`src/cipherPkg.sv`:
```
/*
 * AES-128 widths, block types and round count
 * GF(2^8) helpers for the round constant and the computed S-box
 */
`default_nettype none

package cipherPkg;

  localparam int BlockBits = 128;
  localparam int WordBits = 32;
  localparam int ByteBits = 8;
  localparam int NumRounds = 10;

  // constant added by the S-box affine map
  localparam logic [ByteBits-1:0] SboxAffine = 8'h63;

  typedef logic [BlockBits-1:0] blockT;
  typedef logic [WordBits-1:0] wordT;
  typedef logic [ByteBits-1:0] byteT;

  // multiply by x modulo x^8 + x^4 + x^3 + x + 1
  function automatic byteT xtime(input byteT b);
    return {b[6:0], 1'b0} ^ (8'h1b & {8{b[7]}});
  endfunction

  function automatic byteT gfMul(input byteT a, input byteT b);
    byteT acc;
    byteT cur;
    acc = '0;
    cur = a;
    for (int i = 0; i < ByteBits; i++) begin
      if (b[i]) begin
        acc = acc ^ cur;
      end
      cur = xtime(cur);
    end
    return acc;
  endfunction

  // rcon is 01 for round 1, doubled once per later round
  function automatic byteT rconFor(input logic [3:0] round);
    byteT rc;
    rc = 8'h01;
    for (int i = 2; i < 16; i++) begin
      if (i <= round) begin
        rc = xtime(rc);
      end
    end
    return rc;
  endfunction

endpackage

`default_nettype wire

```
`src/controlPkg.sv`:
```
/*
 * handshake FSM states and the round index type
 */
`default_nettype none

package controlPkg;

  localparam int RoundIdxBits = 4;

  typedef enum logic [1:0] {
    Idle,
    Run,
    Hold,
    Release
  } hsStateT;

  typedef logic [RoundIdxBits-1:0] roundIdxT;

endpackage

`default_nettype wire

```
`src/roundCtrlIf.sv`:
```
/*
 * round control between the handshake FSM, the round counter and the datapath
 */
`default_nettype none

interface roundCtrlIf;

  // one-cycle pulse when a new block is accepted
  logic load;
  // high for every round edge
  logic advance;
  controlPkg::roundIdxT roundIdx;
  logic finalRound;

  modport fsm (
    output load,
    output advance,
    input  finalRound
  );

  modport counter (
    input  load,
    input  advance,
    output roundIdx,
    output finalRound
  );

  modport datapath (
    input load,
    input advance,
    input roundIdx,
    input finalRound
  );

endinterface

`default_nettype wire

```
`src/roundCounter.sv`:
```
/*
 * round index counter with final round flag
 */
`default_nettype none

module roundCounter (
  input logic           clk,
  input logic           rst,
  roundCtrlIf.counter   ctrl
);

  // round 1 runs in the cycle right after load
  always_ff @(posedge clk) begin
    if (rst) begin
      ctrl.roundIdx <= '0;
    end else if (ctrl.load) begin
      ctrl.roundIdx <= controlPkg::roundIdxT'(1);
    end else if (ctrl.advance) begin
      ctrl.roundIdx <= ctrl.roundIdx + 1'b1;
    end
  end

  assign ctrl.finalRound = (ctrl.roundIdx == controlPkg::roundIdxT'(cipherPkg::NumRounds));

endmodule

`default_nettype wire

```
`src/flat_wrapper.sv`:
```
// flat-port wrapper written by rule: the top's interface ports become plain ports
module roundCounter_flat 
  (clk, rst, ctrl_load, ctrl_advance, ctrl_roundIdx, ctrl_finalRound);
  roundCtrlIf ctrl_i ();
  input logic clk;
  input logic rst;
  input wire logic [$bits(ctrl_i.load)-1:0] ctrl_load;
  input wire logic [$bits(ctrl_i.advance)-1:0] ctrl_advance;
  output wire logic [$bits(ctrl_i.roundIdx)-1:0] ctrl_roundIdx;
  output wire logic [$bits(ctrl_i.finalRound)-1:0] ctrl_finalRound;
  assign ctrl_i.load = ctrl_load;
  assign ctrl_i.advance = ctrl_advance;
  assign ctrl_roundIdx = ctrl_i.roundIdx;
  assign ctrl_finalRound = ctrl_i.finalRound;
  roundCounter u_core (.clk(clk), .rst(rst), .ctrl(ctrl_i));
endmodule
```
`config.mk`:
```
export PLATFORM = sky130hd
export DESIGN_NAME = roundCounter_flat
export DESIGN_NICKNAME = d
export VERILOG_FILES = /design/src/cipherPkg.sv /design/src/controlPkg.sv /design/src/roundCtrlIf.sv /design/src/roundCounter.sv /design/src/flat_wrapper.sv
export SDC_FILE = /design/constraint.sdc
export NUM_CORES = 1
export LEC_CHECK = 0
export BUFFER_PORTS_ARGS = -buffer_cell sky130_fd_sc_hd__buf_2
export CORE_AREA = 2 2 39 41
export CTS_BUF_LIST = sky130_fd_sc_hd__clkbuf_2
export DETAILED_ROUTE_END_ITERATION = 8
export DIE_AREA = 0 0 41 43
export PLACE_DENSITY = 0.45
export SYNTH_ARGS = -nofsm -noshare
export SYNTH_HDL_FRONTEND = slang
export SYNTH_SLANG_ARGS = --single-unit
```
`constraint.sdc`:
```
create_clock -name clk -period 3.18 [get_ports clk]
set_input_delay 0.636 -clock clk [delete_from_list [all_inputs] [get_ports clk]]
set_output_delay 0.636 -clock clk [all_outputs]
set_load 0.1 [all_outputs]
```
### Yosys cells after proc, flatten, opt, wreduce, memory -nomap -nowiden

Cells that the tools add are included.

* register bits after elaboration: 4
* bits of input ports: 4
* output and inout port bits: 5

* $add $sub $neg: 1
* equal/unequal tests: 1
* multiplexer cells: 2
* reductions and logical operators: 2

Operators with widths (count)
* 4-bit by 1-bit adder with 4-bit output (second input constant): 1
* 4-bit == test (second input constant): 1
* 1-bit 2-to-1 mux: 2
* 2-bit nonzero test: 1
* 2-bit OR reduction: 1

### Depth between registers and ports, before layout

* depth in word-level cells: 3
* gate-level depth with buffers: 4
* gate-level depth less buffers: 4

### Worst setup path after synthesis

OpenSTA, ideal clock, no wires.

* path type: register -> output
* from: reg u_core.ctrl.roundIdx[1]
* to: out ctrl_finalRound
* arrival time: 2.609 ns
* data required time: 2.544 ns
* path slack: -0.065 ns
* stages on the path, launching flop included: 4
* path buffers: 0
* path through: dfxtp_1 > ha_1 > nand2_1 > nor2_1

* cells in the longest elaborated chain, start to end: 1

Ends and longest elaborated chain
* start: declaration: RTL line roundCtrlIf.sv:24 `output roundIdx,`
* start signal: assignment: RTL line roundCounter.sv:17 `ctrl.roundIdx <= controlPkg::roundIdxT'(1);`
* start signal: assignment: RTL line roundCounter.sv:19 `ctrl.roundIdx <= ctrl.roundIdx + 1'b1;`
* 4-bit == test: RTL line roundCounter.sv:23 `assign ctrl.finalRound = (ctrl.roundIdx == controlPkg::roundIdxT'(cipherPkg::NumRounds));`
* end: declaration: RTL line flat_wrapper.sv:10 `output wire logic [$bits(ctrl_i.finalRound)-1:0] ctrl_finalRound;`

No other way between the ends.

### Final worst setup path

Ends and elaborated chain as after synthesis.

==> impl_metrics.json <==
{
  "cap_violations": 0,
  "numCtsBuffers": 3,
  "worstPathArrival_ns": 1.31,
  "ios": 9,
  "ctsResizeCount": 0,
  "max_stage_delay_ns": 0.42,
  "syn_nets": 27,
  "finalClockSkew_ns": 0.00009361,
  "share_comb_of_total_power": 0.199,
  "p_seq_frac": 0.437,
  "wl_per_cell_um": 9.396,
  "fillers": 156,
  "wl_um": 451,
  "synthDistinctLibCells": 15,
  "largest_reg_flops": 4,
  "pre_cts_ws_ns": 1.454,
  "grt_pass1_wl_um": 765,
  "rsz0062_at_grt": "no",
  "area_growth_pct": 38.27,
  "avgSynthCellArea_sq_um": 9.652,
  "worstMarginPinSlew_ns": 0.4902,
  "critical_path_class": "register to output pin",
  "critPathTopFamily": "buffers and inverters",
  "min_period_over_period": 0.6122,
  "critPathMaxFanout": 5,
  "layout-drive-gt1-share": 0.4375,
  "reg.largest.list": "u_core.ctrl.roundIdx x4",
  "max_slew_margin": 0.6755,
  "worstHoldPathCells": 2,
  "fin_area_sq_um": 280.3,
  "status": "finished clean",
  "seq_area_frac_synth": 0.3951,
  "start_util": 0.1465,
  "setup_viol": 0,
  "fin_util": 0.2025,
  "top_register": "u_core.ctrl.roundIdx",
  "max_clock_freq_mhz": 513.7,
  "crit_slowest_cell": "buf_2",
  "r2r_end": "u_core.ctrl.roundIdx[1]",
  "maxSlewViolCount": 0,
  "port-buffer-count": 8,
  "p_clk_frac": 0.363,
  "dr.pass1.iters": 4,
  "track_usage": 0.07028,
  "cts-root-buf": "clkbuf_2",
  "worstPathBufferInverterCount": 1,
  "first_iter_violations": 2,
  "cts_max_level": 1,
  "dpl-instance-area_sq_um": 265.3,
  "postCtsHoldBufs": 0,
  "holdPathEnd": "u_core.ctrl.roundIdx[1]",
  "crit_chain": "ha_1 -> nand2_1 -> nor2_2 -> buf_2",
  "grt_start_max_net_pins": 7,
  "p_leak_nw": 0.1334,
  "postSynthCellCount": 21,
  "cts_tree": "yes",
  "synth_area_sq_um": 202.7,
  "r2r-start": "u_core.ctrl.roundIdx[0]",
  "finalCriticalPeriod_ns": 1.947,
  "gp_congestion": 0.6136,
  "ys_seq_elements": 4,
  "power.internal_uw": 83.33,
  "synth_warnings": 0,
  "detail-route-antenna-nets": 0,
  "ir_worst_vdd_v": 0.0001102,
  "n_antenna_cell": 0,
  "clk_path_buf_depth": 2,
  "power.switching_uw": 41.72,
  "core_sq_mm": 0.001384,
  "worstPathRequired_ns": 2.54,
  "fin_tns_setup_ns": 0,
  "min_path_type": "register to register",
  "vias": 184,
  "fin_ws_ns": 1.233,
  "antenna_found_initial": 0,
  "cts.sinks": 4,
  "switching_share": 0.3336,
  "clkLatencyLatePin_ns": 0.20,
  "power.density_mw_per_mm2": 446.2,
  "start_kind": "register",
  "die_y_um": 43,
  "setup.worst_path.end_class": "output pin",
  "worstRegToRegCells": 3,
  "final_hold_viol_count": 0,
  "rrSetupSlack_ns": 1.93,
  "grt_pass1_vias": 180,
  "hp-start": "u_core.ctrl.roundIdx[1]",
  "postCtsSetupBuffers": 0,
  "grt-ovfl-total": 0,
  "final_common_cell": "buf_2",
  "nets": 40,
  "dieArea_sq_mm": 0.001763,
  "final_cell_mix": "buf_2, dfxtp_1, clkbuf_2",
  "clkTransAtPathRegs_ns": 0.04,
  "fp.dieW_um": 41,
  "routed_via_density": 3.833,
  "rows": 14,
  "drc_errors": 0
}
synth_stat cells:
library cell  n  area share
dfxtp_1       4        0.40
ha_1          2        0.12
inv_1         2       0.037
nor2_1        2       0.037
a2111oi_1     1       0.049
a211oi_1      1       0.037
a21bo_2       1       0.049
a21oi_1       1       0.025
mux2_2        1       0.056
nand2_1       1       0.019
nand3b_1      1       0.037
nand4_1       1       0.031
nor3_1        1       0.025
nor3b_1       1       0.037
xnor2_1       1       0.043
worst register-to-register path, cell delays in order, from the launching register on:
cell	delay (ns)
dfxtp_1	0.41
inv_1	0.07
ha_1	0.29
a2111oi_1	0.37
power by group through the flow:
stage | clock network, mW | logic, mW | registers [mW]
global placement | 0 | 0.0251 | 0.0557
global route | 0.0526 | 0.0266 | 0.0552
CTS | 0.0500 | 0.0250 | 0.0545
finish | 0.0454 | 0.0249 | 0.0547
detailed placement | 0 | 0.0250 | 0.0555
floorplan | 0 | 0.00510 | 0.0681
logic make-up after synthesis:
kind of cell               after synthesis  synth area share
muxes                                    1           0.05555
and+or+nand+nor                          7            0.1852
DFF                                      4            0.3951
xor gates and xnor gates                 1           0.04322
buffers and inverters                    2           0.03705
AOI/OAI and AO/OA                        4            0.1605
adders and majority gates                2            0.1234
per-layer routing:
metal / share of wire / GRT usage / wire length (um)
met2: 0.30 / 0.06250 / 135
met4: 0.024 / 0.1000 / 11
met5: 0 / 0 / 0
met3: 0.091 / 0.01571 / 41
met1: 0.58 / 0.1029 / 262
through the flow:
step | total power [mW] | hold slack, ns | std cells
after floorplan | 0.07316 | 0.7051 | 21
after global placement | 0.08078 | 0.5450 | 45
after detailed placement | 0.08043 | 0.5459 | 45
after CTS | 0.1296 | 0.5526 | 48
after global routing | 0.1344 | 0.6169 | 48
final | 0.1251 | 0.5628 | 48
final cells by class:
cell class,instances,area [sq um],area share
multi-input cells,15,117.6,0.4196
flip-flops and latches,4,80.08,0.2857
repair buffers,8,40.04,0.1429
well taps,16,20.02,0.07143
clock buffers,3,15.01,0.05357
inverters,2,7.507,0.02679
worst max-delay path by stage:
stage | start | end | slack, ns | cells past startpoint
finish | u_core.ctrl.roundIdx[1] | ctrl_finalRound | 1.23 | 4
floorplan | u_core.ctrl.roundIdx[1] | ctrl_finalRound | 0.39 | 3
global route | u_core.ctrl.roundIdx[0] | ctrl_finalRound | 1.13 | 5
global placement | u_core.ctrl.roundIdx[1] | ctrl_finalRound | 1.44 | 4
CTS | u_core.ctrl.roundIdx[1] | ctrl_finalRound | 1.22 | 4
detailed placement | u_core.ctrl.roundIdx[1] | ctrl_finalRound | 1.45 | 4
Power figures use the tool's default switching activity.
