**src/cipherPkg.sv**
```systemverilog
/*
 * AES-128 widths, block types and round count
 * GF(2^8) helpers for the round constant and the computed S-box
 */
`default_nettype none

package cipherPkg;

  localparam int BlockBits = 128;
  localparam int WordBits = 32;
  localparam int ByteBits = 8;
  localparam int NumRounds = 10;

  // constant added by the S-box affine map
  localparam logic [ByteBits-1:0] SboxAffine = 8'h63;

  typedef logic [BlockBits-1:0] blockT;
  typedef logic [WordBits-1:0] wordT;
  typedef logic [ByteBits-1:0] byteT;

  // multiply by x modulo x^8 + x^4 + x^3 + x + 1
  function automatic byteT xtime(input byteT b);
    return {b[6:0], 1'b0} ^ (8'h1b & {8{b[7]}});
  endfunction

  function automatic byteT gfMul(input byteT a, input byteT b);
    byteT acc;
    byteT cur;
    acc = '0;
    cur = a;
    for (int i = 0; i < ByteBits; i++) begin
      if (b[i]) begin
        acc = acc ^ cur;
      end
      cur = xtime(cur);
    end
    return acc;
  endfunction

  // rcon is 01 for round 1, doubled once per later round
  function automatic byteT rconFor(input logic [3:0] round);
    byteT rc;
    rc = 8'h01;
    for (int i = 2; i < 16; i++) begin
      if (i <= round) begin
        rc = xtime(rc);
      end
    end
    return rc;
  endfunction

endpackage

`default_nettype wire

```
**src/controlPkg.sv**
```systemverilog
/*
 * handshake FSM states and the round index type
 */
`default_nettype none

package controlPkg;

  localparam int RoundIdxBits = 4;

  typedef enum logic [1:0] {
    Idle,
    Run,
    Hold,
    Release
  } hsStateT;

  typedef logic [RoundIdxBits-1:0] roundIdxT;

endpackage

`default_nettype wire

```
**src/roundCtrlIf.sv**
```systemverilog
/*
 * round control between the handshake FSM, the round counter and the datapath
 */
`default_nettype none

interface roundCtrlIf;

  // one-cycle pulse when a new block is accepted
  logic load;
  // high for every round edge
  logic advance;
  controlPkg::roundIdxT roundIdx;
  logic finalRound;

  modport fsm (
    output load,
    output advance,
    input  finalRound
  );

  modport counter (
    input  load,
    input  advance,
    output roundIdx,
    output finalRound
  );

  modport datapath (
    input load,
    input advance,
    input roundIdx,
    input finalRound
  );

endinterface

`default_nettype wire

```
**src/keySchedule.sv**
```systemverilog
/*
 * on-the-fly AES-128 key expansion, one round key per clock
 */
`default_nettype none

module keySchedule (
  input  logic                clk,
  input  cipherPkg::blockT    key,
  roundCtrlIf.datapath        ctrl,
  output cipherPkg::blockT    roundKey,
  output cipherPkg::blockT    nextKey
);

  cipherPkg::wordT  w0, w1, w2, w3;
  cipherPkg::wordT  rotWord;
  cipherPkg::wordT  subWord;
  cipherPkg::wordT  temp;
  cipherPkg::blockT expanded;
  cipherPkg::byteT  subOut [4];

  assign {w0, w1, w2, w3} = roundKey;
  assign rotWord = {w3[23:0], w3[31:24]};

  for (genvar i = 0; i < 4; i++) begin : gSubWord
    sboxByte uSbox (
      .in  (rotWord[31-8*i -: 8]),
      .out (subOut[i])
    );
  end

  assign subWord = {subOut[0], subOut[1], subOut[2], subOut[3]};

  // roundIdx is the round whose key is being produced
  assign temp = subWord ^ {cipherPkg::rconFor(ctrl.roundIdx), 24'h000000};

  always_comb begin
    expanded[127:96] = w0 ^ temp;
    expanded[95:64] = w1 ^ expanded[127:96];
    expanded[63:32] = w2 ^ expanded[95:64];
    expanded[31:0] = w3 ^ expanded[63:32];
  end

  // the raw key is the whitening key of the load cycle
  assign nextKey = ctrl.load ? key : expanded;

  always_ff @(posedge clk) begin
    if (ctrl.load || ctrl.advance) begin
      roundKey <= nextKey;
    end
  end

endmodule

`default_nettype wire

```
**src/sboxByte.sv**
```systemverilog
/*
 * AES S-box for one byte, computed as GF(2^8) inverse plus affine map
 */
`default_nettype none

module sboxByte (
  input  cipherPkg::byteT in,
  output cipherPkg::byteT out
);

  cipherPkg::byteT x2;
  cipherPkg::byteT x3;
  cipherPkg::byteT x6;
  cipherPkg::byteT x12;
  cipherPkg::byteT x15;
  cipherPkg::byteT x30;
  cipherPkg::byteT x60;
  cipherPkg::byteT x120;
  cipherPkg::byteT x240;
  cipherPkg::byteT x252;
  cipherPkg::byteT inv;

  // inverse is in^254, which also maps zero to zero
  assign x2 = cipherPkg::gfMul(in, in);
  assign x3 = cipherPkg::gfMul(x2, in);
  assign x6 = cipherPkg::gfMul(x3, x3);
  assign x12 = cipherPkg::gfMul(x6, x6);
  assign x15 = cipherPkg::gfMul(x12, x3);
  assign x30 = cipherPkg::gfMul(x15, x15);
  assign x60 = cipherPkg::gfMul(x30, x30);
  assign x120 = cipherPkg::gfMul(x60, x60);
  assign x240 = cipherPkg::gfMul(x120, x120);
  assign x252 = cipherPkg::gfMul(x240, x12);
  assign inv = cipherPkg::gfMul(x252, x2);

  // affine map as xor of left rotations by 0 to 4
  assign out = inv
             ^ {inv[6:0], inv[7]}
             ^ {inv[5:0], inv[7:6]}
             ^ {inv[4:0], inv[7:5]}
             ^ {inv[3:0], inv[7:4]}
             ^ cipherPkg::SboxAffine;

endmodule

`default_nettype wire

```
**src/flat_wrapper.sv**
```systemverilog
// flat-port wrapper written by rule: the top's interface ports become plain ports
module keySchedule_flat 
  (clk, key, roundKey, nextKey, ctrl_load, ctrl_advance, ctrl_roundIdx, ctrl_finalRound);
  roundCtrlIf ctrl_i ();
  input  logic clk;
  input  cipherPkg::blockT key;
  output cipherPkg::blockT roundKey;
  output cipherPkg::blockT nextKey;
  input wire logic [$bits(ctrl_i.load)-1:0] ctrl_load;
  input wire logic [$bits(ctrl_i.advance)-1:0] ctrl_advance;
  input wire logic [$bits(ctrl_i.roundIdx)-1:0] ctrl_roundIdx;
  input wire logic [$bits(ctrl_i.finalRound)-1:0] ctrl_finalRound;
  assign ctrl_i.load = ctrl_load;
  assign ctrl_i.advance = ctrl_advance;
  assign ctrl_i.roundIdx = ctrl_roundIdx;
  assign ctrl_i.finalRound = ctrl_finalRound;
  keySchedule u_core (.clk(clk), .key(key), .ctrl(ctrl_i), .roundKey(roundKey), .nextKey(nextKey));
endmodule
```
**config.mk**
```make
export PLATFORM = sky130hd
export DESIGN_NAME = keySchedule_flat
export DESIGN_NICKNAME = d
export VERILOG_FILES = /design/src/cipherPkg.sv /design/src/controlPkg.sv /design/src/roundCtrlIf.sv /design/src/keySchedule.sv /design/src/sboxByte.sv /design/src/flat_wrapper.sv
export SDC_FILE = /design/constraint.sdc
export NUM_CORES = 2
export LEC_CHECK = 0
export BUFFER_PORTS_ARGS = -buffer_cell sky130_fd_sc_hd__buf_2
export CAP_MARGIN = 20
export CORE_MARGIN = 8
export CORE_UTILIZATION = 32
export DETAILED_ROUTE_END_ITERATION = 12
export PLACE_DENSITY_LB_ADDON = 0.25
export SETUP_SLACK_MARGIN = 0.2
export SLEW_MARGIN = 20
export SYNTH_ARGS = -nofsm -noshare
export SYNTH_HDL_FRONTEND = slang
export SYNTH_HIERARCHICAL = 1
export SYNTH_SLANG_ARGS = --single-unit
```
**constraint.sdc**
```tcl
create_clock -name clk -period 23.6 [get_ports clk]
set_input_delay 2.36 -clock clk [delete_from_list [all_inputs] [get_ports clk]]
set_output_delay 2.36 -clock clk [all_outputs]
set_load 0.005 [all_outputs]
```
**Yosys cells after proc, flatten, opt, wreduce, memory -nomap -nowiden**

Cells that the tools add are included.

- Register bits after elaboration: 128
- Input bits: 136

- $lt $le $gt $ge: 14
- Muxes and demuxes: 367
- Bitwise logic cells: 654
- Reduce and logical (&&, ||, !) cells: 1

Operator list:

| operator | count |
|---|---|
| 8-bit two-way mux | 365 |
| 8-bit bitwise XOR | 324 |
| 8-bit by 5-bit bitwise XOR with 8-bit output | 320 |
| 32-bit bitwise XOR | 5 |
| 128-bit two-way mux | 1 |
| 4-bit less-or-equal comparator (first input constant) | 8 |
| 3-bit by 4-bit less-or-equal comparator with 1-bit output (first input constant) | 4 |
| 4-bit inverter | 4 |
| 2-bit by 4-bit less-or-equal comparator with 1-bit output (first input constant) | 2 |
| 8-bit by 5-bit bitwise XOR with 8-bit output (second input constant) | 1 |
| 2-bit two-way mux | 1 |
| 1-bit logical OR | 1 |

**Depth between registers and ports, before layout**

- Word-level depth: 176
- Mapped depth: 81
- Depth with buffers taken out: 71

**Modules after synthesis**

The synthesis kept the hierarchy.

By module, submodules not included:

| module | instances | cells an instance | area each (µm²) |
|---|---|---|---|
| sboxByte (u_core.gSubWord[1].uSbox ...) | 3 | 1,291 | 10,809.1 |
| sboxByte (u_core.gSubWord[0].uSbox) | 1 | 1,459 | 11,768.8 |
| keySchedule | 1 | 684 | 7,830.0 |

**Least setup slack after synthesis**

OpenSTA, ideal clock, no wires.

- Path kind: reg-to-output
- Start point: reg u_core.roundKey[23]
- End point: out nextKey[27]
- Arrival time: 19.262 ns
- Data required time: 21.240 ns
- Path slack: 1.978 ns
- Cell stages (with the launch flop): 77
- Path buffers: 10
- Cell sequence: edfxtp_1 -> ha_1 -> buf_4 -> xor3_1 -> nand2_2 -> xnor2_4 -> xnor3_1 -> xnor3_1 -> mux2i_1 -> o21ai_1 -> xnor3_1 -> inv_2 -> clkbuf_1 -> clkbuf_1 -> ha_1 -> inv_1 -> nor2_1 -> xnor2_1 -> [... 41 more ...] -> or2_1 -> xnor3_2 -> xnor2_4 -> mux2_1 -> o22ai_1 -> xnor3_1 -> buf_2 -> xnor2_1 -> a21oi_1 -> a32oi_1 -> xnor3_1 -> xnor3_2 -> xnor3_1 -> xnor2_1 -> xnor2_1 -> xnor2_1 -> xnor2_1 -> o21ai_0

RTL lines:

| what | line | RTL |
|---|---|---|
| from (decl) | keySchedule.sv:10 | `output cipherPkg::blockT roundKey,` |
| from (signal assigned) | keySchedule.sv:48 | `roundKey <= nextKey;` |
| to (decl) | flat_wrapper.sv:8 | `output cipherPkg::blockT nextKey;` |

==> tab_implementation.tex <==
\begin{tabular}{lr}
\hline
Metric & Value \\
\hline
\multicolumn{2}{l}{\textbf{Final layout}} \\
\quad Net count of the finished layout & 6580 \\
\quad Max reg flops & 128 \\
\quad Area of all placed cells without fillers & 59090 sq um \\
\quad Share of cells above drive strength 1 & 0.2050 \\
\quad Largest registers ranked by flip-flop count & u\_core/roundKey (128) \\
\quad Largest register by flop count & u\_core/roundKey \\
\quad Area growth from synthesis to layout & 13.57\% \\
\multicolumn{2}{l}{\textbf{Worst setup path}} \\
\quad CP Depth & 65 \\
\quad CP dominant cell by count & sky130\_fd\_sc\_hd\_\_xnor3\_1 \\
\quad Endpoint of the worst register-to-register path & u\_core/roundKey[29] \\
\quad Setup slack of the most critical reg-to-reg path & 3.91 ns \\
\quad Slowest stage cell, crit path & sky130\_fd\_sc\_hd\_\_xnor3\_1 \\
\quad Arrival time worst endpoint & 20.06 ns \\
\quad FF-to-FF path depth & 64 \\
\quad Number of buffer and inverter stages on the critical path & 7 \\
\quad Kind of end point of the critical path & output pin \\
\quad Kind of critical path & reg -> out \\
\quad Launching element type of the critical path & flop \\
\quad CP Capture Point & nextKey[29] \\
\quad Max stage delay on crit path & 0.62 ns \\
\quad Required @ worst endpoint & 21.24 ns \\
\quad Crit Reg-Reg Startpoint & u\_core/roundKey[18] \\
\quad CP Max Fanout & 25 \\
\quad Launch point of the worst path & u\_core/roundKey[18] \\
\quad Cell family with most CP delay & XOR/XNOR gates \\
\multicolumn{2}{l}{\textbf{Detailed routing}} \\
\quad Drt initial violations & 3521 \\
\quad Post-route antenna net violation count & 0 \\
\quad DRC violations left & 0 \\
\quad Total vias in the final route & 44590 \\
\quad Routed wire length & 167.3 mm \\
\quad Vias per cell & 5.183 \\
\quad Routed wire per std cell & 19.45 um \\
\quad First-pass DRT Iterations & 8 \\
\multicolumn{2}{l}{\textbf{Synth}} \\
\quad Cell taking the most area after synthesis & sky130\_fd\_sc\_hd\_\_xnor2\_1 \\
\quad Post-synth net total & 6183 \\
\quad Synth warn & 6 \\
\quad Share of the synthesized area in the top cell type & 0.1833 \\
\quad Mean instance size in the synthesized netlist & 8.648 sq um \\
\quad Synth Flop Type & sky130\_fd\_sc\_hd\_\_edfxtp\_1 \\
\quad FFs w/ async S/R, synth & 0 \\
\quad Number of flops mapped to enable cells by yosys & 128 \\
\quad Mapped cell area & 52030 sq um \\
\quad Distinct cell type count of the synthesized netlist & 123 \\
\quad Area contributors post-synth & sky130\_fd\_sc\_hd\_\_xnor2\_1, sky130\_fd\_sc\_hd\_\_xnor3\_1, sky130\_fd\_sc\_hd\_\_edfxtp\_1 \\
\quad Number of register bits inferred by synthesis & 128 \\
\quad Synthesized instance count & 6016 \\
\quad Share of synthesized area occupied by flip-flops and latches & 0.07388 \\
\multicolumn{2}{l}{\textbf{Clock network}} \\
\quad Worst-Skew Late Latency & 0.46 ns \\
\quad CTS clk-pin slew, worst paths & 0.06 ns \\
\quad Sink count of the clock tree & 128 \\
\quad CTS root buf & sky130\_fd\_sc\_hd\_\_clkbuf\_16 \\
\quad Maximum count of clock buffers along a single path & 2 \\
\quad Clock H-tree levels & 4 \\
\quad TritonCTS clock tree & done \\
\quad TritonCTS buffer count & 17 \\
\quad Number of hold buffers added after cts & 0 \\
\multicolumn{2}{l}{\textbf{Placed design}} \\
\quad Placed cell area & 57070 sq um \\
\quad Weighted congestion reported at the end of routability-driven placement & 0.9072 \\
\quad Buffers on Ports & 390 \\
\quad Placed wire-length estimate after detailed placement & 128.7 mm \\
\multicolumn{2}{l}{\textbf{GRT}} \\
\quad Wire length of the first global-routing pass & 255.2 mm \\
\quad Number of global-route vias before repair & 42330 \\
\quad Maximum number of pins on one net before global-route repair & 100 \\
\quad GRT Overall Usage & 0.1784 \\
\quad Final global-route overflow total & 0 \\
\quad Number of antenna violations at the first check in global routing & 5 \\
\multicolumn{2}{l}{\textbf{Timing}} \\
\quad Hold violation count in the final report & 0 \\
\quad Max-slew violation total from the final report & 0 \\
\quad Tightest Pin Transition & 1.067 ns \\
\quad Final setup fails & 0 \\
\quad Setup repair after global routing missed its margin & yes \\
\quad Headroom to the max-slew limit & 0.2835 \\
\quad Final critical delay including setup and external delays & 22.42 ns \\
\quad Final clock skew & 0.01356 ns \\
\quad Part of the cycle the worst path needs & 0.9499 \\
\quad Achievable frequency & 0.04461 GHz \\
\quad Aggregate negative setup slack & 0 ns \\
\multicolumn{2}{l}{\textbf{Floorplan}} \\
\quad Top-level I/O count & 392 \\
\quad Die ar. & 175700 sq um \\
\quad Effective utilization at floorplan & 0.3211 \\
\quad Std cell rows & 148 \\
\quad Core area & 162000 sq um \\
\quad Die W & 419.2 um \\
\quad Floorplan die height & 419.2 um \\
\multicolumn{2}{l}{\textbf{Run}} \\
\quad Max-cap violation count & 0 \\
\multicolumn{2}{l}{\textbf{Hold path}} \\
\quad Worst hold path type & reg -> reg \\
\multicolumn{2}{l}{\textbf{Outcome}} \\
\quad Outcome & finished clean \\
\hline
\end{tabular}
==> worst min-delay path by stage <==
stage / end / start / depth (start not counted) / slack, ns
floorplan: u_core/roundKey[25] / u_core/roundKey[25] / 2 / 0.75
global placement: u_core/roundKey[83] / u_core/roundKey[83] / 2 / 0.75
detailed placement: u_core/roundKey[63] / u_core/roundKey[63] / 2 / 0.75
CTS: u_core/roundKey[81] / u_core/roundKey[81] / 2 / 0.79
global route: u_core/roundKey[63] / u_core/roundKey[63] / 2 / 0.81
finish: u_core/roundKey[63] / u_core/roundKey[63] / 2 / 0.77
==> layout make-up <==
| type | count | area [sq um] |
|---|---|---|
| multi-input combinational | 5376 | 46580 |
| fill | 16610 | 102900 |
| clock inverter | 12 | 143.9 |
| clock buffer | 19 | 432.9 |
| inverter | 121 | 454.2 |
| timing repair buffer | 769 | 4907 |
| tap | 2175 | 2721 |
| antenna | 2 | 5.005 |
| sequential | 128 | 3844 |
==> worst min-delay path: cells and delay by family (launching register included) <==
kind | cells | cell delay [ns]
DFF | 1 | 0.38
AOI/OAI and AO/OA | 1 | 0.19
xor gates and xnor gates | 1 | 0.08
==> per-layer routing <==
metal / track usage / share of wire
met3: 0.02492 / 0.054
met5: 0 / 0.000078
met2: 0.3034 / 0.48
met4: 0.03388 / 0.018
met1: 0.2426 / 0.45
==> cells in the final DEF, fill, tap and decap left out, types with 50 or more instances in the layout <==
master	n
sky130_fd_sc_hd__a21oi_1	229
sky130_fd_sc_hd__edfxtp_1	128
sky130_fd_sc_hd__xnor3_2	50
sky130_fd_sc_hd__xor2_1	310
sky130_fd_sc_hd__o21ai_0	249
sky130_fd_sc_hd__mux2i_1	175
sky130_fd_sc_hd__xnor3_1	343
sky130_fd_sc_hd__mux2_2	86
sky130_fd_sc_hd__xor2_2	63
sky130_fd_sc_hd__inv_1	80
sky130_fd_sc_hd__xnor2_2	118
sky130_fd_sc_hd__nand2b_1	67
sky130_fd_sc_hd__and2_1	50
sky130_fd_sc_hd__nand3_1	102
sky130_fd_sc_hd__xnor2_1	1047
sky130_fd_sc_hd__buf_2	389
sky130_fd_sc_hd__nor2b_1	93
sky130_fd_sc_hd__nand2_1	739
sky130_fd_sc_hd__nor3_1	132
sky130_fd_sc_hd__xor3_1	56
sky130_fd_sc_hd__nor2_1	575
sky130_fd_sc_hd__buf_4	366
==> logic make-up after synthesis <==
group | synth area share
xor+xnor | 0.5045
flops | 0.07388
compound gates | 0.1453
buf+inv | 0.04391
simple gates | 0.1701
mux | 0.05490
fa+ha+maj | 0.007455
==> cells in the mapped netlist (all sizes together) (30+ instances only) <==
cell type  number
nand2b         67
edfxtp        128
xnor2        1208
xor3           64
nor2          579
nor2b          97
ha             31
o21a           32
xor2          383
mux2i         184
nor3          134
a221oi         33
xnor3         396
clkbuf        192
a21oi         235
a211oi         38
and2           51
inv           117
mux2           87
o21ai         290
or3            33
nand3         103
o211ai         37
a31oi          30
o22ai          37
a22oi          34
nand2         741
buf           201
==> repair_timing <==
| item | 4_1_cts | 5_1_grt |
|---|---|---|
| resized for setup | 10 | 93 |
| pin swaps | 3 | 26 |
| hold endpoints to repair | 0 | 0 |
| setup endpoints to repair | 29 | 127 |
| buffers inserted | 10 | 87 |
| gates cloned | 1 | 1 |
==> stage by stage <==
step / util / worst slack (ns) / hold WS, ns / cells
2_1_floorplan: - / 1.978 / 0.7475 / 6016
3_3_place_gp: 0.3521 / 0.02651 / 0.7498 / 8468
3_5_place_dp: 0.3522 / 0.06616 / 0.7519 / 8469
4_1_cts: 0.3570 / 0.2016 / 0.7929 / 8511
5_1_grt: 0.3646 / 0.09301 / 0.8083 / 8600
6_report: 0.3647 / 1.183 / 0.7743 / 8602
Power is not shown: default switching activity piles up to over one toggle a cycle in this logic, so the estimate is an artifact.
