**config.mk**
```make
export PLATFORM = sky130hd
export DESIGN_NAME = handshakeFsm_flat
export DESIGN_NICKNAME = d
export VERILOG_FILES = /design/src/controlPkg.sv /design/src/roundCtrlIf.sv /design/src/handshakeFsm.sv /design/src/flat_wrapper.sv
export SDC_FILE = /design/constraint.sdc
export NUM_CORES = 1
export LEC_CHECK = 0
export BUFFER_PORTS_ARGS = -buffer_cell sky130_fd_sc_hd__buf_4
export CAP_MARGIN = 30
export CORE_AREA = 2 2 39 41
export DETAILED_ROUTE_END_ITERATION = 8
export DIE_AREA = 0 0 41 43
export PLACE_DENSITY = 0.31
export RECOVER_POWER = 50
export SYNTH_ARGS = -nofsm -noshare
export SYNTH_HDL_FRONTEND = slang
export SYNTH_SLANG_ARGS = --single-unit
```
**constraint.sdc**
```tcl
create_clock -name clk -period 3.7 [get_ports clk]
set_clock_uncertainty 0.2 [all_clocks]
set_input_delay 0.37 -clock clk [delete_from_list [all_inputs] [get_ports clk]]
set_output_delay 0.37 -clock clk [all_outputs]
set_load 0.03 [all_outputs]
```
**src/controlPkg.sv**
```systemverilog
/*
 * handshake FSM states and the round index type
 */
`default_nettype none

package controlPkg;

  localparam int RoundIdxBits = 4;

  typedef enum logic [1:0] {
    Idle,
    Run,
    Hold,
    Release
  } hsStateT;

  typedef logic [RoundIdxBits-1:0] roundIdxT;

endpackage

`default_nettype wire

```
**src/roundCtrlIf.sv**
```systemverilog
/*
 * round control between the handshake FSM, the round counter and the datapath
 */
`default_nettype none

interface roundCtrlIf;

  // one-cycle pulse when a new block is accepted
  logic load;
  // high for every round edge
  logic advance;
  controlPkg::roundIdxT roundIdx;
  logic finalRound;

  modport fsm (
    output load,
    output advance,
    input  finalRound
  );

  modport counter (
    input  load,
    input  advance,
    output roundIdx,
    output finalRound
  );

  modport datapath (
    input load,
    input advance,
    input roundIdx,
    input finalRound
  );

endinterface

`default_nettype wire

```
**src/handshakeFsm.sv**
```systemverilog
/*
 * four-phase req/ack FSM, steers block load, rounds and result hold
 */
`default_nettype none

module handshakeFsm (
  input  logic        clk,
  input  logic        rst,
  input  logic        req,
  output logic        ack,
  roundCtrlIf.fsm     ctrl
);

  controlPkg::hsStateT state;
  controlPkg::hsStateT stateNext;

  always_ff @(posedge clk) begin
    if (rst) begin
      state <= controlPkg::Idle;
    end else begin
      state <= stateNext;
    end
  end

  always_comb begin
    stateNext = state;
    case (state)
      controlPkg::Idle: begin
        if (req) begin
          stateNext = controlPkg::Run;
        end
      end
      controlPkg::Run: begin
        if (ctrl.advance && ctrl.finalRound) begin
          stateNext = controlPkg::Hold;
        end
      end
      // output stays put until the producer drops req
      controlPkg::Hold: begin
        if (!req) begin
          stateNext = controlPkg::Release;
        end
      end
      controlPkg::Release: begin
        stateNext = controlPkg::Idle;
      end
      default: begin
        stateNext = controlPkg::Idle;
      end
    endcase
  end

  assign ctrl.load = (state == controlPkg::Idle) && req;
  assign ctrl.advance = (state == controlPkg::Run);
  assign ack = (state == controlPkg::Hold) || (state == controlPkg::Release);

endmodule

`default_nettype wire

```
**src/flat_wrapper.sv**
```systemverilog
// flat-port wrapper written by rule: the top's interface ports become plain ports
module handshakeFsm_flat 
  (clk, rst, req, ack, ctrl_load, ctrl_advance, ctrl_finalRound);
  roundCtrlIf ctrl_i ();
  input  logic clk;
  input  logic rst;
  input  logic req;
  output logic ack;
  output wire logic [$bits(ctrl_i.load)-1:0] ctrl_load;
  output wire logic [$bits(ctrl_i.advance)-1:0] ctrl_advance;
  input wire logic [$bits(ctrl_i.finalRound)-1:0] ctrl_finalRound;
  assign ctrl_load = ctrl_i.load;
  assign ctrl_advance = ctrl_i.advance;
  assign ctrl_i.finalRound = ctrl_finalRound;
  handshakeFsm u_core (.clk(clk), .rst(rst), .req(req), .ack(ack), .ctrl(ctrl_i));
endmodule
```
; Word-level counts from Yosys, hierarchy flattened
; Cells that the tools add are included.
[op_classes]
n_addsub = 0
n_mul = 0
div_mod_pow = 0
magnitude_cmp = 0
eq_ne = 6
n_shift = 0
mux = 4
bitwise_logic = 0
n_reduce_logical = 5
[ops]
columns = op, count
row1 = case mux 2 bit (4 select lines), 1
row2 = two-way mux 2 bit, 3
row3 = != test 2 bit (second input constant), 3
row4 = == test 2 bit (second input constant), 2
row5 = AND reduction 3 bit, 1
row6 = == test 2 x 1 -> 1 bit (second input constant), 1
row7 = logical AND 1 bit, 2
row8 = zero test 2 bit, 1
row9 = logical OR 1 bit, 1
[word_totals]
register_bits = 2
latch_bits = 0
ramBits = 0
rom_bits = 0
out_inout_bits = 3
wordCells = 16
memories = 0

; Depth between registers and ports, before layout
; Gate-level depths: netlist of run 1.
[logic_depth]
ltp_word = 4
depth_mapped = 5
mapped_depth_nobuf = 5

; Least setup slack after synthesis of run 1
; No wires, ideal clock.
[synth_timing]
kind = flip-flop to flip-flop
start = register u_core.state[1]
end = register u_core.state[0]
arrival_ns = 1.329
setup_slack_ns = 2.056
path_stages_with_launch = 6
n_path_buf = 0
period_less_slack_ns = 1.644
path_cell_list = dfxtp_1 -> inv_1 -> ha_1 -> and2b_1 -> o41a_1 -> o21a_1
[synth_between]
elab_chain_cells = 4
word_cells_on_any_way = 10
cone_classes = eq/ne (6) / mux (1) / reduce/logical (3)
[synth_rtl]
columns = element, line
row1 = start: declaration, handshakeFsm.sv:14  ; controlPkg::hsStateT state;
row2 = start signal: assignment, handshakeFsm.sv:19  ; state <= controlPkg::Idle;
row3 = start signal: assignment, handshakeFsm.sv:21  ; state <= stateNext;
row4 = == test 2 x 1 -> 1 bit *, handshakeFsm.sv:54  ; assign ctrl.advance = (state == controlPkg::Run);
row5 = named net ctrl_advance, flat_wrapper.sv:10  ; output wire logic [$bits(ctrl_i.advance)-1:0] ctrl_advance;
row6 = logical AND 1 bit, handshakeFsm.sv:34  ; if (ctrl.advance && ctrl.finalRound) begin
row7 = != test 2 bit (no source line), --
row8 = AND reduction 3 bit (no source line), --
; Mark *: on every way through the listed nets, which the timed path passes. The rest lies on a longest branch.
; A chain may end at the register's enable or synchronous reset.

; Worst setup path in the final report of run 1
[layout_timing]
start = register u_core.state[0]
end = output ack
[layout_between]
elab_chain_cells = 2
word_cells_on_any_way = 3
cone_classes = eq/ne (2) / reduce/logical (1)
[layout_rtl]
columns = element, line
row1 = == test 2 bit, handshakeFsm.sv:55  ; assign ack = (state == controlPkg::Hold) || (state == controlPkg::Release);
row2 = logical OR 1 bit *, handshakeFsm.sv:55
row3 = end: declaration, flat_wrapper.sv:8  ; output logic ack;
; Every way passes the cells marked *; elsewhere a longest branch is shown, timed or not.

==> impl_metrics.csv, run 1 <==
group,metric,value,unit
grt,grt_pass1_wl,621,µm
critical_path,worstSetupStartpointType,"register",
clocking,cts_hold_buffers,0,
layout,largest_reg_flops,2,
yosys,ys_seq_elements,2,
floorplan,core.rowCount,14,
drt,finalWirelength,342,µm
critical_path,worst-setup-path-type,"reg2out",
grt,overflow,0,
hold_path,hp-start,"rst",
floorplan,die_area,1760,µm²
clocking,tritoncts,"built",
critical_path,cp.required,3.13,ns
yosys,synthTopCellsByCount,"ha_1, inv_1, dfxtp_1, nand2_1",
sta,rsz0062_at_grt,"no",
yosys,synth_edf_count,0,
layout,top_register,"u_core.state",
critical_path,timing.rr.start,"u_core.state[0]$_SDFFE_PP0P_",
drt,vias_per_cell,3.40,
layout,top_regs,"u_core.state (2)",
layout,area.sequential,40.0,µm²
yosys,synth_top_area_frac,0.329,
critical_path,rr_worst_depth,5,
drt,vias,153,
critical_path,worstPathArrival,1.30,ns
yosys,synth_area_leaders,"ha_1, dfxtp_1, a211oi_2, inv_1, o41a_1",
hold_path,min_path_type,"in2reg",
yosys,synth_area,190,µm²
sta,finalCritPeriodShare,0.506,
clocking,cts_max_level,1,
sta,fin_tns_setup,0,ns
pwr,p_leak,0.134,nW
critical_path,cpMaxStageDelayCell,"dfxtp_1",
flow_run,maxCapViolCount,0,
floorplan,die_y,43,µm
hold_path,whs_path_depth,4,
pwr,p_seq_frac,0.190,
pwr,powerDensity,849,nW/µm²
sta,fin_ws,1.83,ns
grt,top_usage_layer,"met4",
drt,routedWlPerCell,7.60,µm
grt,grt_max_degree,5,
pwr,power.share.combinational,0.593,
yosys,ys_types,12,
pwr,clkPwrFrac,0.217,
sta,fmax,534,MHz
grt,met3_usage,0.0471,
hold_path,hold_path_end,"u_core.state[1]$_SDFFE_PP0P_",
sta,slew_headroom,0.760,
layout,multi_input_area,134,µm²
layout,num_antenna_cells,0,
layout,num-fill-cells,152,
critical_path,crit_path_end_kind,"output pin",
clocking,clock-sinks,2,
clocking,clk_path_buf_depth,2,
pwr,internal_power,126,µW
sta,setup_viol,0,
placed_design,numPortBuffers,6,
critical_path,critPathMaxStageDelay,0.37,ns
yosys,synth_seq_area_share,0.211,
critical_path,r2r_slack,2.07,ns
pwr,power_switching,103,µW
clocking,clock_insertion_delay_worst_skew,0.23,ns
critical_path,path_cells,"inv_1 -> ha_1 -> or2_1 -> buf_4",
floorplan,core_area,1380,µm²
yosys,avgSynthCellArea,9.51,µm²
yosys,yosys_warnings,0,
pwr,ir_drop,0.185,mV
yosys,synthMostInstantiatedCell,"ha_1",
yosys,yosysTopAreaCell,"ha_1",
yosys,syn_inst,20,
grt,grt_pass1_vias,164,
clocking,post-cts-setup-buffer-count,0,
floorplan,start_util,0.137,
drt,drtPass1Iterations,2,
floorplan,die_x,41,µm
clocking,cts_buffers,3,
sta,final_max_slew_viol_count,0,
floorplan,num_io_pins,7,
critical_path,timing.rr.end,"u_core.state[1]$_SDFFE_PP0P_",
drt,drc,0,
layout,layout-drive-gt1-share,0.310,
grt,grt_antenna_before_repair,0,
grt,use_met2,0.0750,
critical_path,crit_fanout,4,
layout,fin_nets,40,
sta,hold_viol_final,0,
placed_design,routabilityCongestion,0.662,
clocking,path_clk_slew,0.03,ns
layout,syn_to_final_growth,41.4,%
grt,gr-usage-all-layers,0.0601,
sta,fin_crit,1.87,ns
sta,holdWs,0.228,ns
pwr,report.power.total,228,µW
sta,worstMarginPinSlew,0.357,ns
yosys,synth_nets,29,
run_status,outcome,"completed",
yosys,synth_ff_type,"dfxtp_1",
drt,drt_iter0_drc,1,
placed_design,place_ws,2.03,ns
grt,grtUsageMet1,0.0479,
yosys,async_reset_ff_frac,0,
drt,detail-route-antenna-nets,0,
layout,final_core_util,0.194,
clocking,root_buffer,"clkbuf_4",
pwr,p_sw_frac,0.450,
clocking,cts_resized,0,
area by class of cell:
type                            count  area share
Inverter                            3      0.0419
Clock buffer                        3      0.0837
Multi-Input combinational cell     15       0.498
Sequential cell                     2       0.149
Tap cell                           16      0.0744
Timing Repair Buffer                6       0.153
power groups by stage:
stage               logic (mW)  clock network [mW]  registers, mW
finish                   0.136              0.0495         0.0434
floorplan                0.109                   0         0.0413
detailed placement       0.146                   0         0.0440
global placement         0.148                   0         0.0451
global route             0.153              0.0569         0.0453
CTS                      0.146              0.0553         0.0437
logic make-up (layout without fill, tap and decap cells):
group / count (synthesis) / after routing / share of synthesized area
simple gates: 6 / 6 / 0.184
compound gates: 3 / 3 / 0.164
flops: 2 / 2 / 0.211
mux: 1 / 1 / 0.0526
fa+ha+maj: 5 / 5 / 0.329
buf+inv: 3 / 12 / 0.0592
worst max path at each step:
stage / depth (start not counted) / slack, ns / from / end
global route: 4 / 1.71 / u_core.state[0]$_SDFFE_PP0P_ / ack
CTS: 4 / 1.78 / u_core.state[0]$_SDFFE_PP0P_ / ack
detailed placement: 4 / 2.03 / u_core.state[0]$_SDFFE_PP0P_ / ack
floorplan: 5 / 2.06 / u_core.state[1]$_SDFFE_PP0P_ / u_core.state[0]$_SDFFE_PP0P_
global placement: 4 / 2.03 / u_core.state[0]$_SDFFE_PP0P_ / ack
finish: 4 / 1.83 / u_core.state[0]$_SDFFE_PP0P_ / ack
layer usage:
metal  part of all wire  vias to the layer above
li1                   -                       83
met1               0.39                       64
met2               0.49                        6
met3               0.11                        0
met4                  0                        0
met5                  0                        -
critical path: cells and delay by family (launching register included):
family	cells	cell delay (ns)
adders and majority gates	1	0.23
and+or+nand+nor	1	0.22
buffers and inverters	2	0.25
DFF	1	0.37
through the flow:
step	cells	instance area, µm²
2_1_floorplan	20	190
3_3_place_gp	42	255
3_5_place_dp	42	255
4_1_cts	45	278
5_1_grt	45	269
6_report	45	269
cells in the final DEF, fill, tap and decap left out:
| cell | count |
|---|---|
| a211oi_1 | 1 |
| and2_2 | 1 |
| and2b_1 | 1 |
| buf_4 | 5 |
| clkbuf_1 | 1 |
| clkbuf_4 | 3 |
| dfxtp_1 | 2 |
| ha_1 | 5 |
| inv_1 | 3 |
| mux2i_1 | 1 |
| nand2_1 | 2 |
| nor2b_1 | 1 |
| o21a_1 | 1 |
| o41a_1 | 1 |
| or2_1 | 1 |
(Power assumes the default switching activity.)
==> run 2, diff against run 1 <==
Settings changed: PLACE_DENSITY 0.31 to 0.32.
Clock period 3.7 ns to 1.6 ns, I/O delays scaled along.
==> run 2 against run 1 <==
Effect of this change:
- combinational power rose to 3.1 times the previous value
- first-iteration DRC count rose by 100%
- hold slack got worse by 0.18 ns
- sequential power rose by 140%
- clock power rose by 120%
- total power rose to 2.8 times the previous value
- via count rose by 7.8%
- sequential share of layout area fell by 1.4 points
- non-clock buffer count rose by 3
- register-to-register slack got worse by 2.0 ns
- utilization rose by 4.1 points
- critical path type unchanged
- highest routed layer unchanged
==> impl_metrics.csv, run 2 (same netlist as run 1, synthesis figures left out) <==
group,metric,value,unit
floorplan,die_area,1760,µm²
floorplan,num_io_pins,7,
critical_path,crit_path_end_kind,"output pin",
drt,vias_per_cell,3.44,
sta,fmax,642,MHz
layout,layout-drive-gt1-share,0.594,
sta,hold_viol_final,0,
pwr,powerDensity,1940,nW/µm²
drt,routedWlPerCell,7.46,µm
pwr,ir_drop,0.653,mV
clocking,clk_path_buf_depth,2,
clocking,path_clk_slew,0.03,ns
drt,finalWirelength,358,µm
critical_path,path_cells,"buf_6 -> ha_2 -> or2_1 -> buf_6",
clocking,root_buffer,"clkbuf_4",
hold_path,min_path_type,"in2reg",
critical_path,worstSetupStartpointType,"register",
grt,grt_pass1_wl,621,µm
sta,setup_viol,0,
layout,largest_reg_flops,2,
clocking,clock_insertion_delay_worst_skew,0.22,ns
drt,drc,0,
critical_path,worst-setup-path-type,"reg2out",
layout,final_core_util,0.235,
drt,detail-route-antenna-nets,0,
floorplan,die_x,41,µm
sta,fin_crit,1.56,ns
clocking,tritoncts,"built",
placed_design,dp_hpwl,302,µm
run_status,outcome,"completed",
critical_path,worstPathArrival,1.20,ns
clocking,cts_max_level,1,
layout,top_regs,"u_core.state (2)",
layout,final_common_cell,"buf_4",
clocking,cts_hold_buffers,0,
placed_design,routabilityCongestion,0.648,
critical_path,crit_fanout,3,
pwr,p_leak,0.149,nW
sta,slew_headroom,0.760,
layout,top_register,"u_core.state",
critical_path,cpMostUsedCell,"buf_6",
sta,worstMarginPinSlew,0.362,ns
critical_path,cpMaxStageDelayCell,"dfxtp_4",
placed_design,numPortBuffers,6,
clocking,clock-sinks,2,
critical_path,cp.required,1.24,ns
grt,overflow,0,
layout,num-fill-cells,152,
drt,drtPass1Iterations,2,
grt,grt_max_degree,4,
layout,syn_to_final_growth,71.1,%
sta,final_max_slew_viol_count,0,
sta,rsz0062_at_grt,"no",
drt,drt_iter0_drc,2,
flow_run,maxCapViolCount,0,
layout,mostFrequentLayoutCells,"buf_4, clkbuf_4",
critical_path,critPathMaxStageDelay,0.34,ns
grt,gr-usage-all-layers,0.0521,
drt,vias,165,
clocking,cts_buffers,3,
layout,fin_nets,43,
sta,finalCritPeriodShare,0.974,
grt,grt_pass1_vias,173,
layout,num_antenna_cells,0,
floorplan,core.rowCount,14,
floorplan,core_area,1380,µm²
sta,fin_tns_setup,0,ns
floorplan,die_y,43,µm
floorplan,start_util,0.137,
grt,grt_antenna_before_repair,0,
-- run 2: changes by cell type in the layout (fill, tap and decap cells not counted), moves of 2 or more --
cell / change
ha_1: -3
buf_6: +2
ha_2: +2
inv_1: -2
inv_2: +2
-- run 2: cell type report --
type | count | area (µm²) | share of cell area
multi-input cells | 15 | 156 | 0.481
repair buffers | 9 | 71.3 | 0.219
well taps | 16 | 20.0 | 0.0615
clock buffers | 3 | 22.5 | 0.0692
flip-flops and latches | 2 | 43.8 | 0.135
inverters | 3 | 11.3 | 0.0346
-- run 2: repair_timing --
item / CTS / global route
pin swaps: 0 / 3
endpoints found under the setup margin: 1 / 3
buffers inserted: 0 / 1
gates cloned: 0 / 0
resized for setup: 3 / 6
-- run 2: stage by stage --
stage | cell area [µm²] | cells | setup WS, ns | power, mW | hold WS (ns)
after CTS | 303 | 47 | 0.00553 | 0.610 | 0.0387
final | 325 | 48 | 0.0423 | 0.631 | 0.0433
after floorplan | 193 | 20 | 0.0485 | 0.352 | 0.154
after global routing | 325 | 48 | 0.00287 | 0.692 | 0.0822
after global placement | 273 | 44 | 0.0390 | 0.479 | 0.266
after detailed placement | 273 | 44 | 0.0251 | 0.476 | 0.275
-- run 2: routing by layer --
metal,GRT usage,vias up,part of all wire
li1,-,91,-
met5,0,-,0
met2,0.0781,4,0.51
met4,0.0400,0,0
met1,0.0575,70,0.45
met3,0.0157,0,0.039
-- run 2: worst max-delay path, delay by kind of cell, from the launching register on --
| family | cells | cell delay, ns |
|---|---|---|
| fa+ha+maj | 1 | 0.16 |
| buf+inv | 2 | 0.25 |
| flops | 1 | 0.34 |
| simple gates | 1 | 0.23 |
-- run 2: path summary, 6_finish.rpt --
kind / from / endpoint / slack, ns / cells past startpoint
setup / recovery: u_core.state[0]$_SDFFE_PP0P_ / ack / 0.04 / 4
hold / removal: rst / u_core.state[1]$_SDFFE_PP0P_ / 0.04 / 4
setup reg to reg: u_core.state[0]$_SDFFE_PP0P_ / u_core.state[0]$_SDFFE_PP0P_ / 0.08 / 5
hold reg to reg: u_core.state[1]$_SDFFE_PP0P_ / u_core.state[1]$_SDFFE_PP0P_ / 0.43 / 3
-- run 2: report_power, final --
group	leakage, nW	switching (mW)	total, mW	internal (mW)
clock	0.0138	0.0258	0.108	0.0825
combinational	0.118	0.220	0.419	0.199
sequential	0.0171	0.0214	0.103	0.0818
==> run 3, diff against run 2 <==
Settings changed: PLACE_DENSITY 0.32 to unset.
==> run 3 against run 2 <==
Effect of this change:
- first-iteration DRC count is 100% lower
- fmax is 0.39% lower
- sequential share of layout area is 0.77 points lower
- total power is 1.8% higher
- count of clock-buffer cells in the layout stayed put
- worst setup slack worse by 0.0060 ns
- largest power group unchanged
- largest cell class unchanged
==> impl_metrics.csv, run 3 (same netlist as run 1, synthesis figures left out) <==
group,metric,value,unit
placed_design,dp.cells,43,
layout,num-fill-cells,161,
drt,finalWirelength,376,µm
critical_path,cp.required,1.24,ns
layout,top_regs,"u_core.state (2)",
clocking,cts_hold_buffers,0,
drt,vias,175,
critical_path,critPathMaxStageDelay,0.29,ns
grt,grt_pass1_vias,150,
clocking,tritoncts,"built",
sta,fin_ws,0.0363,ns
grt,grt_pass1_wl,552,µm
floorplan,num_io_pins,7,
layout,final_common_cell,"buf_4",
critical_path,worstSetupStartpointType,"register",
floorplan,core.rowCount,14,
grt,overflow,0,
sta,final_max_slew_viol_count,0,
clocking,clock-sinks,2,
layout,largest_reg_flops,2,
clocking,clock_insertion_delay_worst_skew,0.22,ns
run_status,outcome,"completed",
drt,detail-route-antenna-nets,0,
placed_design,place_ws,-0.0137,ns
layout,syn_to_final_growth,71.1,%
critical_path,worstPathArrival,1.20,ns
layout,layout-drive-gt1-share,0.545,
clocking,cts_max_level,1,
drt,drtPass1Iterations,1,
grt,grt_antenna_before_repair,0,
sta,rsz0062_at_grt,"yes",
grt,grt_max_degree,4,
critical_path,crit_fanout,3,
layout,num_antenna_cells,0,
sta,finalCritPeriodShare,0.977,
clocking,root_buffer,"clkbuf_4",
flow_run,maxCapViolCount,0,
critical_path,crit_path_end_kind,"output pin",
clocking,clk_path_buf_depth,2,
pwr,ir_drop,0.522,mV
grt,gr-usage-all-layers,0.0572,
layout,mostFrequentLayoutCells,"buf_4, inv_1, ha_1, clkbuf_4, nand2_1",
placed_design,routabilityCongestion,0.648,
floorplan,die_y,43,µm
drt,vias_per_cell,3.57,
drt,drc,0,
hold_path,min_path_type,"in2reg",
floorplan,die_area,1760,µm²
clocking,path_clk_slew,0.03,ns
sta,setup_viol,0,
critical_path,path_cells,"buf_4 -> ha_2 -> or2_1 -> buf_6",
sta,slew_headroom,0.832,
critical_path,worst-setup-path-type,"reg2out",
drt,drt_iter0_drc,0,
floorplan,start_util,0.137,
sta,fin_crit,1.56,ns
layout,final_core_util,0.235,
floorplan,core_area,1380,µm²
layout,stdcell_count,49,
clocking,cts_buffers,3,
drt,routedWlPerCell,7.67,µm
sta,fmax,639,MHz
critical_path,cpMaxStageDelayCell,"dfxtp_1",
placed_design,numPortBuffers,6,
layout,top_register,"u_core.state",
sta,worstMarginPinSlew,0.252,ns
pwr,p_leak,0.159,nW
pwr,powerDensity,1970,nW/µm²
floorplan,die_x,41,µm
sta,hold_viol_final,0,
layout,fin_nets,44,
-- run 3: path summary, 6_finish.rpt --
path | slack (ns) | startpoint | to | cells after the start
worst max register to register | 0.05 | u_core.state[0]$_SDFFE_PP0P_ | u_core.state[0]$_SDFFE_PP0P_ | 6
worst min register to register | 0.38 | u_core.state[0]$_SDFFE_PP0P_ | u_core.state[0]$_SDFFE_PP0P_ | 2
worst min-delay path | 0.04 | rst | u_core.state[1]$_SDFFE_PP0P_ | 4
worst max-delay path | 0.04 | u_core.state[1]$_SDFFE_PP0P_ | ack | 4
-- run 3: where the power goes --
group | internal [mW] | leakage [nW] | switching (mW) | total [mW]
Sequential | 0.0776 | 0.0168 | 0.0133 | 0.0909
Combinational | 0.216 | 0.128 | 0.227 | 0.443
Clock | 0.0824 | 0.0138 | 0.0257 | 0.108
-- run 3: through the flow --
| stage | hold WS [ns] | instance area [µm²] | setup TNS, ns | power, mW |
|---|---|---|---|---|
| after floorplan | 0.154 | 193 | 0 | 0.352 |
| after global placement | 0.263 | 265 | 0 | 0.453 |
| after detailed placement | 0.277 | 265 | -0.0137 | 0.464 |
| after CTS | 0.0401 | 307 | 0 | 0.617 |
| after global routing | 0.0637 | 325 | -0.0424 | 0.703 |
| final | 0.0446 | 325 | 0 | 0.642 |
-- run 3: area by class of cell --
type | count | area, µm² | area share
timing repair buffer | 10 | 76.3 | 0.235
multi-input combinational | 15 | 154 | 0.473
tap | 16 | 20.0 | 0.0615
inverter | 3 | 11.3 | 0.0346
sequential | 2 | 41.3 | 0.127
clock buffer | 3 | 22.5 | 0.0692
-- run 3: timing repair --
item / in CTS / in global routing
setup endpoints to repair: 4 / 3
setup buffers: 2 / 1
pin swaps: 0 / 1
gates resized for setup: 2 / 2
-- run 3: per-layer routing --
layer / GRT usage / share of wire
met2: 0.0656 / 0.49
met4: 0.0800 / 0.032
met5: 0 / 0
met3: 0.0471 / 0.085
met1: 0.0481 / 0.39
-- run 3: worst max-delay path: cells and delay by family, from the launching register on --
family | cells | cell delay (ns)
adders and majority gates | 1 | 0.18
buffers and inverters | 2 | 0.27
DFF | 1 | 0.29
and+or+nand+nor | 1 | 0.23
